$ cat src/design/alu_config.svh
`ifndef ALU_CONFIG_SVH
`define ALU_CONFIG_SVH

// Operand and result width
// Flag generation relies on this being 32
`define ALU_DATA_WIDTH 32

// Number of pipelined lanes, 2, 4 or 8
`define ALU_LANES 4

// Dispatcher request queue depth, also the upstream credits after reset
`define ALU_IN_DEPTH 4

// Per-lane result queue depth, also the dispatcher credits per lane
`define ALU_LANE_DEPTH 4

// Upper bound on outstanding response credits
`define ALU_OUT_CREDITS_MAX 8

`endif
$ cat src/design/aluPkg.sv
`default_nettype none

`include "alu_config.svh"

package aluPkg;

  // Opcode encodings of the single-cycle ALU
  // 01000 to 01111 belong to the MAC and divide units
  typedef enum logic [4:0] {
    opAdd  = 5'b00000,
    opAdc  = 5'b00001,
    opQadd = 5'b00010,
    opSub  = 5'b00011,
    opSbc  = 5'b00100,
    opRsb  = 5'b00101,
    opQsub = 5'b00110,
    opMul  = 5'b00111,
    opAnd  = 5'b10000,
    opBic  = 5'b10001,
    opOrr  = 5'b10010,
    opOrn  = 5'b10011,
    opEor  = 5'b10100,
    opCmn  = 5'b10101,
    opTst  = 5'b10110,
    opTeq  = 5'b10111,
    opCmp  = 5'b11000,
    opMov  = 5'b11001,
    opLsr  = 5'b11010,
    opAsr  = 5'b11011,
    opLsl  = 5'b11100,
    opRor  = 5'b11101,
    opRrx  = 5'b11110
  } aluOp_e;

  // Status flags, MSB first
  typedef struct packed {
    logic negative;
    logic zero;
    logic carry;
    logic overflow;
    logic saturated;
  } aluFlags_t;

  // Shift descriptor view of operand B
  typedef struct packed {
    logic [`ALU_DATA_WIDTH-6:0] ignored;
    logic [4:0]                 amount;
  } shiftDesc_t;

  // Operand B is either a plain word or a shift amount
  typedef union packed {
    logic [`ALU_DATA_WIDTH-1:0] data;
    shiftDesc_t                 shift;
  } operandB_u;

endpackage

`default_nettype wire

$ cat src/design/aluCluster.sv
`default_nettype none

`include "alu_config.svh"

module aluCluster (
  input  wire logic                       clk,
  input  wire logic                       reset,
  input  wire logic                       reqValid,
  input  wire aluPkg::aluOp_e             reqOp,
  input  wire logic [`ALU_DATA_WIDTH-1:0] reqA,
  input  wire logic [`ALU_DATA_WIDTH-1:0] reqB,
  input  wire logic                       reqCarryIn,
  output logic                            reqCredit,
  input  wire logic                       rspCredit,
  output logic                            rspValid,
  output logic [`ALU_DATA_WIDTH-1:0]      rspResult,
  output aluPkg::aluFlags_t               rspFlags
);

  // Dispatcher to lanes, data shared by all lanes
  logic [`ALU_LANES-1:0]      laneValid;
  aluPkg::aluOp_e             laneOp;
  logic [`ALU_DATA_WIDTH-1:0] laneA;
  aluPkg::operandB_u          laneB;
  logic                       laneCarryIn;

  // Lanes to collector
  logic [`ALU_LANES-1:0]      resultValid;
  logic [`ALU_DATA_WIDTH-1:0] resultWord  [`ALU_LANES];
  aluPkg::aluFlags_t          resultFlags [`ALU_LANES];
  logic [`ALU_LANES-1:0]      resultPop;
  logic [`ALU_LANES-1:0]      laneCredit;

  opDispatcher dispatcher (
    .clk         (clk),
    .reset       (reset),
    .reqValid    (reqValid),
    .reqOp       (reqOp),
    .reqA        (reqA),
    .reqB        (reqB),
    .reqCarryIn  (reqCarryIn),
    .laneCredit  (laneCredit),
    .reqCredit   (reqCredit),
    .laneValid   (laneValid),
    .laneOp      (laneOp),
    .laneA       (laneA),
    .laneB       (laneB),
    .laneCarryIn (laneCarryIn)
  );

  for (genvar i = 0; i < `ALU_LANES; i++) begin : genLane
    aluLane lane (
      .clk         (clk),
      .reset       (reset),
      .laneValid   (laneValid[i]),
      .laneOp      (laneOp),
      .laneA       (laneA),
      .laneB       (laneB),
      .laneCarryIn (laneCarryIn),
      .resultPop   (resultPop[i]),
      .resultValid (resultValid[i]),
      .resultWord  (resultWord[i]),
      .resultFlags (resultFlags[i])
    );
  end

  resultCollector collector (
    .clk         (clk),
    .reset       (reset),
    .resultValid (resultValid),
    .resultWord  (resultWord),
    .resultFlags (resultFlags),
    .rspCredit   (rspCredit),
    .resultPop   (resultPop),
    .laneCredit  (laneCredit),
    .rspValid    (rspValid),
    .rspResult   (rspResult),
    .rspFlags    (rspFlags)
  );

endmodule

`default_nettype wire

$ cat src/design/resultCollector.sv
`default_nettype none

`include "alu_config.svh"

module resultCollector (
  input  wire logic                       clk,
  input  wire logic                       reset,
  input  wire logic [`ALU_LANES-1:0]      resultValid,
  input  wire logic [`ALU_DATA_WIDTH-1:0] resultWord [`ALU_LANES],
  input  wire aluPkg::aluFlags_t          resultFlags [`ALU_LANES],
  input  wire logic                       rspCredit,
  output logic [`ALU_LANES-1:0]           resultPop,
  output logic [`ALU_LANES-1:0]           laneCredit,
  output logic                            rspValid,
  output logic [`ALU_DATA_WIDTH-1:0]      rspResult,
  output aluPkg::aluFlags_t               rspFlags
);

  localparam int laneWidth   = $clog2(`ALU_LANES);
  localparam int creditWidth = $clog2(`ALU_OUT_CREDITS_MAX + 1);
  localparam int lastLane    = `ALU_LANES - 1;

  logic [laneWidth-1:0]   drainPtr;
  logic [creditWidth-1:0] outCredits;
  logic [creditWidth-1:0] spareCredits;
  logic                   pop;

  // A response in flight still holds its credit until this cycle ends
  assign spareCredits = outCredits - rspValid;
  assign pop          = resultValid[drainPtr] && (spareCredits != '0);

  always_comb begin
    for (int i = 0; i < `ALU_LANES; i++) begin
      resultPop[i] = pop && (drainPtr == laneWidth'(i));
    end
  end

  // Each popped slot goes straight back to the dispatcher
  assign laneCredit = resultPop;

  always_ff @(posedge clk) begin
    if (pop) begin
      rspResult <= resultWord[drainPtr];
      rspFlags  <= resultFlags[drainPtr];
    end
  end

  always_ff @(posedge clk) begin
    if (reset) begin
      rspValid <= 1'b0;
    end else begin
      rspValid <= pop;
    end
  end

  // Same lane order as the dispatcher keeps responses in request order
  always_ff @(posedge clk) begin
    if (reset) begin
      drainPtr <= '0;
    end else if (pop) begin
      drainPtr <= (drainPtr == laneWidth'(lastLane)) ? '0 : drainPtr + 1'b1;
    end
  end

  // Credit is spent in the cycle rspValid is high
  always_ff @(posedge clk) begin
    if (reset) begin
      outCredits <= '0;
    end else begin
      outCredits <= outCredits + rspCredit - rspValid;
    end
  end

endmodule

`default_nettype wire

$ cat src/design/aluLane.sv
`default_nettype none

`include "alu_config.svh"

module aluLane (
  input  wire logic                       clk,
  input  wire logic                       reset,
  input  wire logic                       laneValid,
  input  wire aluPkg::aluOp_e             laneOp,
  input  wire logic [`ALU_DATA_WIDTH-1:0] laneA,
  input  wire aluPkg::operandB_u          laneB,
  input  wire logic                       laneCarryIn,
  input  wire logic                       resultPop,
  output logic                            resultValid,
  output logic [`ALU_DATA_WIDTH-1:0]      resultWord,
  output aluPkg::aluFlags_t               resultFlags
);

  localparam int dataWidth  = `ALU_DATA_WIDTH;
  localparam int slotWidth  = $clog2(`ALU_LANE_DEPTH);
  localparam int countWidth = $clog2(`ALU_LANE_DEPTH + 1);
  localparam int lastSlot   = `ALU_LANE_DEPTH - 1;
  localparam logic [dataWidth-1:0] satMax = {1'b0, {(dataWidth-1){1'b1}}};
  localparam logic [dataWidth-1:0] satMin = {1'b1, {(dataWidth-1){1'b0}}};

  // Stage 1 arithmetic
  logic                 addCarryIn;
  logic                 subCarryIn;
  logic [dataWidth-1:0] subMin;
  logic [dataWidth-1:0] subSub;
  logic [dataWidth:0]   addSum;
  logic [dataWidth:0]   subDiff;
  logic [dataWidth-1:0] product;

  // Stage 1 registers
  logic                 s1Valid;
  aluPkg::aluOp_e       s1Op;
  logic [dataWidth-1:0] s1A;
  aluPkg::operandB_u    s1B;
  logic                 s1CarryIn;
  logic [dataWidth:0]   s1Sum;
  logic [dataWidth:0]   s1Diff;
  logic [dataWidth-1:0] s1Prod;

  // Stage 2 select
  logic [4:0]             shiftAmt;
  logic                   shiftZero;
  logic [dataWidth:0]     lslExt;
  logic [dataWidth:0]     lsrExt;
  logic [dataWidth:0]     asrExt;
  logic [2*dataWidth-1:0] rorExt;
  logic                   addOvf;
  logic                   subOvf;
  logic                   subMinSign;
  logic [dataWidth-1:0]   s2Result;
  logic                   s2Carry;
  logic                   s2Overflow;
  logic                   s2Saturated;
  aluPkg::aluFlags_t      s2Flags;

  // Result queue
  logic [dataWidth-1:0]   qWord  [`ALU_LANE_DEPTH];
  aluPkg::aluFlags_t      qFlags [`ALU_LANE_DEPTH];
  logic [slotWidth-1:0]   wrSlot;
  logic [slotWidth-1:0]   rdSlot;
  logic [countWidth-1:0]  qCount;

  // RSB swaps the operands, SBC borrows when carry-in is low
  always_comb begin
    addCarryIn = (laneOp == aluPkg::opAdc) ? laneCarryIn : 1'b0;
    subCarryIn = (laneOp == aluPkg::opSbc) ? laneCarryIn : 1'b1;
    subMin     = (laneOp == aluPkg::opRsb) ? laneB.data : laneA;
    subSub     = (laneOp == aluPkg::opRsb) ? laneA : laneB.data;
    addSum     = {1'b0, laneA} + {1'b0, laneB.data} + {{dataWidth{1'b0}}, addCarryIn};
    subDiff    = {1'b0, subMin} + {1'b0, ~subSub} + {{dataWidth{1'b0}}, subCarryIn};
    product    = laneA * laneB.data;
  end

  always_ff @(posedge clk) begin
    s1Op      <= laneOp;
    s1A       <= laneA;
    s1B       <= laneB;
    s1CarryIn <= laneCarryIn;
    s1Sum     <= addSum;
    s1Diff    <= subDiff;
    s1Prod    <= product;
  end

  always_ff @(posedge clk) begin
    if (reset) begin
      s1Valid <= 1'b0;
    end else begin
      s1Valid <= laneValid;
    end
  end

  // Extra low or high bit catches the last bit shifted out
  assign shiftAmt   = s1B.shift.amount;
  assign shiftZero  = (shiftAmt == 5'd0);
  assign lslExt     = {1'b0, s1A} << shiftAmt;
  assign lsrExt     = {s1A, 1'b0} >> shiftAmt;
  assign asrExt     = $signed({s1A, 1'b0}) >>> shiftAmt;
  assign rorExt     = {s1A, s1A} >> shiftAmt;
  assign subMinSign = (s1Op == aluPkg::opRsb) ? s1B.data[dataWidth-1] : s1A[dataWidth-1];

  // Signed overflow: operand signs versus result sign
  assign addOvf = (s1A[dataWidth-1] == s1B.data[dataWidth-1]) &&
                  (s1Sum[dataWidth-1] != s1A[dataWidth-1]);
  assign subOvf = (s1A[dataWidth-1] != s1B.data[dataWidth-1]) &&
                  (s1Diff[dataWidth-1] != subMinSign);

  always_comb begin
    s2Result    = '0;
    s2Carry     = s1CarryIn;
    s2Overflow  = 1'b0;
    s2Saturated = 1'b0;
    case (s1Op)
      aluPkg::opAdd, aluPkg::opAdc, aluPkg::opCmn: begin
        s2Result   = s1Sum[dataWidth-1:0];
        s2Carry    = s1Sum[dataWidth];
        s2Overflow = addOvf;
      end
      aluPkg::opQadd: begin
        s2Result    = addOvf ? (s1A[dataWidth-1] ? satMin : satMax) : s1Sum[dataWidth-1:0];
        s2Overflow  = addOvf;
        s2Saturated = addOvf;
      end
      aluPkg::opSub, aluPkg::opSbc, aluPkg::opRsb, aluPkg::opCmp: begin
        s2Result   = s1Diff[dataWidth-1:0];
        s2Carry    = s1Diff[dataWidth];
        s2Overflow = subOvf;
      end
      aluPkg::opQsub: begin
        s2Result    = subOvf ? (s1A[dataWidth-1] ? satMin : satMax) : s1Diff[dataWidth-1:0];
        s2Overflow  = subOvf;
        s2Saturated = subOvf;
      end
      aluPkg::opMul:                 s2Result = s1Prod;
      aluPkg::opAnd, aluPkg::opTst:  s2Result = s1A & s1B.data;
      aluPkg::opBic:                 s2Result = s1A & ~s1B.data;
      aluPkg::opOrr:                 s2Result = s1A | s1B.data;
      aluPkg::opOrn:                 s2Result = s1A | ~s1B.data;
      aluPkg::opEor, aluPkg::opTeq:  s2Result = s1A ^ s1B.data;
      aluPkg::opMov:                 s2Result = s1B.data;
      aluPkg::opLsl: begin
        s2Result = lslExt[dataWidth-1:0];
        s2Carry  = shiftZero ? s1CarryIn : lslExt[dataWidth];
      end
      aluPkg::opLsr: begin
        s2Result = lsrExt[dataWidth:1];
        s2Carry  = shiftZero ? s1CarryIn : lsrExt[0];
      end
      aluPkg::opAsr: begin
        s2Result = asrExt[dataWidth:1];
        s2Carry  = shiftZero ? s1CarryIn : asrExt[0];
      end
      aluPkg::opRor: begin
        s2Result = rorExt[dataWidth-1:0];
        s2Carry  = shiftZero ? s1CarryIn : rorExt[dataWidth-1];
      end
      aluPkg::opRrx: begin
        s2Result = {s1CarryIn, s1A[dataWidth-1:1]};
        s2Carry  = s1A[0];
      end
      default: s2Result = '0;
    endcase
  end

  always_comb begin
    s2Flags.negative  = s2Result[dataWidth-1];
    s2Flags.zero      = (s2Result == '0);
    s2Flags.carry     = s2Carry;
    s2Flags.overflow  = s2Overflow;
    s2Flags.saturated = s2Saturated;
  end

  always_ff @(posedge clk) begin
    if (s1Valid) begin
      qWord[wrSlot]  <= s2Result;
      qFlags[wrSlot] <= s2Flags;
    end
  end

  // Dispatcher credits keep the queue from overflowing
  always_ff @(posedge clk) begin
    if (reset) begin
      wrSlot <= '0;
      rdSlot <= '0;
      qCount <= '0;
    end else begin
      if (s1Valid) begin
        wrSlot <= (wrSlot == slotWidth'(lastSlot)) ? '0 : wrSlot + 1'b1;
      end
      if (resultPop) begin
        rdSlot <= (rdSlot == slotWidth'(lastSlot)) ? '0 : rdSlot + 1'b1;
      end
      qCount <= qCount + s1Valid - resultPop;
    end
  end

  assign resultValid = (qCount != '0);
  assign resultWord  = qWord[rdSlot];
  assign resultFlags = qFlags[rdSlot];

endmodule

`default_nettype wire

$ cat src/design/opDispatcher.sv
`default_nettype none

`include "alu_config.svh"

module opDispatcher (
  input  wire logic                       clk,
  input  wire logic                       reset,
  input  wire logic                       reqValid,
  input  wire aluPkg::aluOp_e             reqOp,
  input  wire logic [`ALU_DATA_WIDTH-1:0] reqA,
  input  wire logic [`ALU_DATA_WIDTH-1:0] reqB,
  input  wire logic                       reqCarryIn,
  input  wire logic [`ALU_LANES-1:0]      laneCredit,
  output logic                            reqCredit,
  output logic [`ALU_LANES-1:0]           laneValid,
  output aluPkg::aluOp_e                  laneOp,
  output logic [`ALU_DATA_WIDTH-1:0]      laneA,
  output aluPkg::operandB_u               laneB,
  output logic                            laneCarryIn
);

  localparam int slotWidth   = $clog2(`ALU_IN_DEPTH);
  localparam int countWidth  = $clog2(`ALU_IN_DEPTH + 1);
  localparam int laneWidth   = $clog2(`ALU_LANES);
  localparam int creditWidth = $clog2(`ALU_LANE_DEPTH + 1);
  localparam int lastSlot    = `ALU_IN_DEPTH - 1;
  localparam int lastLane    = `ALU_LANES - 1;

  // Request queue
  aluPkg::aluOp_e             qOp    [`ALU_IN_DEPTH];
  logic [`ALU_DATA_WIDTH-1:0] qA     [`ALU_IN_DEPTH];
  aluPkg::operandB_u          qB     [`ALU_IN_DEPTH];
  logic                       qCarry [`ALU_IN_DEPTH];
  logic [slotWidth-1:0]       wrSlot;
  logic [slotWidth-1:0]       rdSlot;
  logic [countWidth-1:0]      qCount;

  // Free result slots in each lane
  logic [creditWidth-1:0]     laneCredits [`ALU_LANES];
  logic [laneWidth-1:0]       rrPtr;
  logic                       issue;

  // Stall on a lane without credit, never skip it
  assign issue     = (qCount != '0) && (laneCredits[rrPtr] != '0);
  assign reqCredit = issue;

  // Shared data wires, qualified per lane by laneValid
  assign laneOp      = qOp[rdSlot];
  assign laneA       = qA[rdSlot];
  assign laneB       = qB[rdSlot];
  assign laneCarryIn = qCarry[rdSlot];

  always_comb begin
    for (int i = 0; i < `ALU_LANES; i++) begin
      laneValid[i] = issue && (rrPtr == laneWidth'(i));
    end
  end

  always_ff @(posedge clk) begin
    if (reqValid) begin
      qOp[wrSlot]     <= reqOp;
      qA[wrSlot]      <= reqA;
      qB[wrSlot].data <= reqB;
      qCarry[wrSlot]  <= reqCarryIn;
    end
  end

  // Upstream credits guarantee a free slot on every reqValid
  always_ff @(posedge clk) begin
    if (reset) begin
      wrSlot <= '0;
      rdSlot <= '0;
      qCount <= '0;
    end else begin
      if (reqValid) begin
        wrSlot <= (wrSlot == slotWidth'(lastSlot)) ? '0 : wrSlot + 1'b1;
      end
      if (issue) begin
        rdSlot <= (rdSlot == slotWidth'(lastSlot)) ? '0 : rdSlot + 1'b1;
      end
      qCount <= qCount + reqValid - issue;
    end
  end

  always_ff @(posedge clk) begin
    if (reset) begin
      for (int i = 0; i < `ALU_LANES; i++) begin
        laneCredits[i] <= creditWidth'(`ALU_LANE_DEPTH);
      end
      rrPtr <= '0;
    end else begin
      for (int i = 0; i < `ALU_LANES; i++) begin
        laneCredits[i] <= laneCredits[i] + laneCredit[i] - laneValid[i];
      end
      if (issue) begin
        rrPtr <= (rrPtr == laneWidth'(lastLane)) ? '0 : rrPtr + 1'b1;
      end
    end
  end

endmodule

`default_nettype wire

$ cat config.mk
export PLATFORM = sky130hd
export DESIGN_NAME = aluCluster
export DESIGN_NICKNAME = d
export VERILOG_FILES = /design/src/design/aluPkg.sv /design/src/design/aluCluster.sv /design/src/design/resultCollector.sv /design/src/design/aluLane.sv /design/src/design/opDispatcher.sv
export VERILOG_INCLUDE_DIRS = /design/src /design/src/design
export SDC_FILE = /design/constraint.sdc
export NUM_CORES = 2
export LEC_CHECK = 0
export ABC_AREA = 1
export BUFFER_PORTS_ARGS = -buffer_cell sky130_fd_sc_hd__buf_4
export CORE_MARGIN = 4
export CORE_UTILIZATION = 60
export CTS_BUF_LIST = sky130_fd_sc_hd__clkbuf_16
export CTS_CLUSTER_DIAMETER = 30
export CTS_CLUSTER_SIZE = 40
export DETAILED_ROUTE_END_ITERATION = 8
export HOLD_SLACK_MARGIN = 0.1
export PLACE_DENSITY = 0.75
export SLEW_MARGIN = 40
export SYNTH_ARGS = -nofsm -noshare
export SYNTH_HDL_FRONTEND = slang
export SYNTH_SLANG_ARGS = --single-unit
$ cat constraint.sdc
create_clock -name clk -period 11.15 [get_ports clk]
set_clock_uncertainty 0.05 [all_clocks]
set_input_delay 2.23 -clock clk [delete_from_list [all_inputs] [get_ports clk]]
set_output_delay 2.23 -clock clk [all_outputs]
set_load 0.01 [all_outputs]
==> summary.md <==
| Metric | Value |
|---|---|
| Status | finished, final reports clean |
| Die Ht | 348.2 um |
| Clock transition at path regs | 50 ps |
| Critical path type | reg -> reg |
| Cell row count | about 120 |
| Number of synthesis warnings | 0 |
| Maxcap violations | 0 |
| Maximum number of pins on one net before global-route repair | 83 |
| Wirelength per Cell | roughly 26 um |
| Share of layout cells above drive strength 1 | 0.08934 |
| Deepest level of the CTS H-tree | 4 |
| Hold_ws | about 430 ps |
| Postcts setup bufs | 0 |
| Initial antenna violation count | 8 |
| Critical path's slowest cell | sky130_fd_sc_hd__inv_1 |
| Via count | 58400 |
| Bufs on Longest Clock Path | 3 |
| Worst path required time | approximately 12000 ps |
| Number of CTS-inserted buffers | 194 |
| Post-synthesis average cell area | ~9 um2 |
| Root cell of the clock tree | sky130_fd_sc_hd__clkbuf_16 |
| Global route total overflow | 0 |
| Synthesized instance count | 7692 |
| Number of buffers inserted by port buffering | 112 |
| Element type at the critical path end | flip-flop |
| Syn-to-layout area delta | 12.65% |
| Maximum clock rate | around 110 MHz |
| Detailed Route Iter0 Violations | roughly 7500 |
| Post-cts sizing count | 0 |
| #FFs+latches synth | between 1000 and 1500 |
| Highest-count cells in the layout ignoring fill and taps | sky130_fd_sc_hd__nand2_1 (1751), sky130_fd_sc_hd__nor2_1 (945), sky130_fd_sc_hd__inv_1 (898) |
| Most common library cell in the layout ignoring fill and taps | sky130_fd_sc_hd__nand2_1 |
| Filler-free cell count of the finished design | 9417 |
| Total wire length after detailed routing | between 200000 and 250000 um |
| Number of enable-type register cells in the synthesized netlist | approximately 890 |
| Starting Density | 0.6058 |
| Number of hold violations in the final report | 0 |
| Final-layout fill cell count | a little under 9000 |
| Crit-path max cell delay | between 600 and 700 ps |
| Clock latency reported for the late side of the worst-skew pair | around 830 ps |
| Proportion of synthesized flip-flops having asynchronous set or reset | 0 |
| Most used DFF post-synth | sky130_fd_sc_hd__edfxtp_1 |
| Class of the tightest hold or removal check | reg -> reg |
| Routability cong. | around 1.1 |
| Pin slew with the least headroom to its limit | approximately 950 ps |
| Number of different library cells in the post-synthesis netlist | between 60 and 70 |
| Category of the worst setup path launch point | flip-flop |
| First-pass GRT wire length | 362100 um |
| I/O pins | ~110 |
| Cts-stage hold buffer count | 0 |
| CTS tree | done |
| Arrival time worst endpoint | between 10000 and 15000 ps |
| Post-Syn Nets | between 8000 and 9000 |
| DRC violation count after routing | 0 |
| Final critical delay including setup and external delays | between 9000 and 10000 ps |
| Final-stage net count | roughly 8400 |
| Total Die Area | 121300 um2 |
| Path depth of the worst reg2reg path | 29 |
| Mapped Area | about 69000 um2 |
| Total setup violations reported at the end of the flow | 0 |
| Routed vias/inst | 6.201 |
| Final core area utilization | 0.6825 |
| Placed Cells | 9047 |
| Setup total negative slack | 0 ps |
| Estimated wirelength of the detail-placed design | between 150000 and 200000 um |
| Portion of the clock cycle consumed by the worst path in the final layout | 0.8472 |
| Worst-path maximum fanout | 72 |
| Die extent in x | roughly 350 um |
| Total track usage | 0.4021 |
| Clock Sink Count | around 1100 |
| First-pass iteration count of the detailed router | 8 |
| RSZ-0062 raised after global routing | no |
| Max-Slew Margin vs Limit | 0.3658 |
| Std-Cell Core Area | approximately 110000 um2 |
| Sequential element share of the synthesized area | 0.4548 |
| Count of pins over their slew limit | 0 |
| Count of nets left with antenna violations after detail routing | 0 |
| Cell depth of the worst min-delay path | 1 |
| Library cell appearing most often on the critical path | sky130_fd_sc_hd__fa_1 |
| Number of global-route vias before repair | 57370 |
## registers in the layout, summed over array words and instances (netlist names), 20 cells and up, named ones only
| signal | cells |
|---|---|
| genLane.lane.s1B | 32 |
| genLane.lane.s1Diff | 33 |
| dispatcher.qA | 128 |
| genLane.lane.qWord | 506 |
| genLane.lane.qFlags | 70 |
| dispatcher.qOp | 20 |
| dispatcher.qB | 128 |
| collector.rspResult | 31 |
| genLane.lane.s1A | 32 |
| genLane.lane.s1Prod | 32 |
| genLane.lane.s1Sum | 33 |
## cell usage after synthesis (79+ instances only)
| library cell | instances | area [um2] |
|---|---|---|
| sky130_fd_sc_hd__a21oi_1 | 219 | 1096 |
| sky130_fd_sc_hd__clkbuf_1 | 212 | 795.8 |
| sky130_fd_sc_hd__dfxtp_1 | 240 | 4805 |
| sky130_fd_sc_hd__edfxtp_1 | 892 | 26790 |
| sky130_fd_sc_hd__fa_1 | 420 | 8408 |
| sky130_fd_sc_hd__ha_1 | 216 | 2703 |
| sky130_fd_sc_hd__inv_1 | 899 | 3374 |
| sky130_fd_sc_hd__nand2_1 | 1755 | 6588 |
| sky130_fd_sc_hd__nand3_1 | 376 | 1882 |
| sky130_fd_sc_hd__nor2_1 | 949 | 3562 |
| sky130_fd_sc_hd__o211ai_1 | 103 | 773.2 |
| sky130_fd_sc_hd__o21ai_0 | 587 | 2938 |
| sky130_fd_sc_hd__o221ai_1 | 88 | 770.7 |
| sky130_fd_sc_hd__o22ai_1 | 84 | 525.5 |
| sky130_fd_sc_hd__xor2_1 | 79 | 691.9 |
## critical path: cells and delay by family (launching register included)
kind / cells / cell delay [ps]
AO/OA/AOI/OAI: 5 / 1040
XOR/XNOR: 1 / 150
adder cells (fa/ha/maj): 9 / 4070
buffers and inverters: 7 / 2130
flip-flops: 1 / 560
AND/OR/NAND/NOR: 7 / 1200
## per-layer routing
metal	global-route usage	up-vias	share of wire
li1	-	25500	-
met1	0.5089	28070	0.36
met2	0.6285	3963	0.45
met3	0.1164	856	0.12
met4	0.2195	12	0.064
met5	0	-	0.00034
## area by class of cell
type                            count  area [um2]  area share
Clock inverter                    169        1931     0.02467
Sequential cell                  1132       31620      0.4040
Clock buffer                      197        4930     0.06300
Antenna cell                        3       7.507  0.00009594
Timing Repair Buffer              214        1665     0.02128
Multi-Input combinational cell   5246       32640      0.4171
Inverter                          944        3570     0.04562
Tap cell                         1512        1892     0.02418
## logic make-up (layout without fill, tap and decap cells)
group | after synthesis | after routing | share of synthesized area
AND/OR/NAND/NOR | 3276 | 3276 | 0.1922
buffers and inverters | 1314 | 1524 | 0.07629
AO/OA/AOI/OAI | 1224 | 1224 | 0.1023
flip-flops | 1132 | 1132 | 0.4548
adder cells (fa/ha/maj) | 636 | 636 | 0.1600
XOR/XNOR | 95 | 95 | 0.01209
multiplexers | 15 | 15 | 0.002342
other | 0 | 3 | 0
## per-stage QoR
step | worst slack, ps | cell area (um2)
2_1_floorplan | 3692 | 69460
3_3_place_gp | 2011 | 71250
3_5_place_dp | 1932 | 71330
4_1_cts | 1880 | 78200
5_1_grt | 1190 | 78240
6_report | 1704 | 78250
## worst paths after layout
check / start / endpoint / slack (ps)
min reg2reg: genLane[2].lane.qCount[2] / genLane[2].lane.qCount[2] / 430
max: flip-flop / genLane[2].lane.s1Prod[29] / 1700
max reg2reg: flip-flop / genLane[2].lane.s1Prod[29] / 1700
min: genLane[2].lane.qCount[2] / genLane[2].lane.qCount[2] / 430
Power is not shown: default switching activity piles up to over one toggle a cycle in this logic, so the estimate is an artifact.
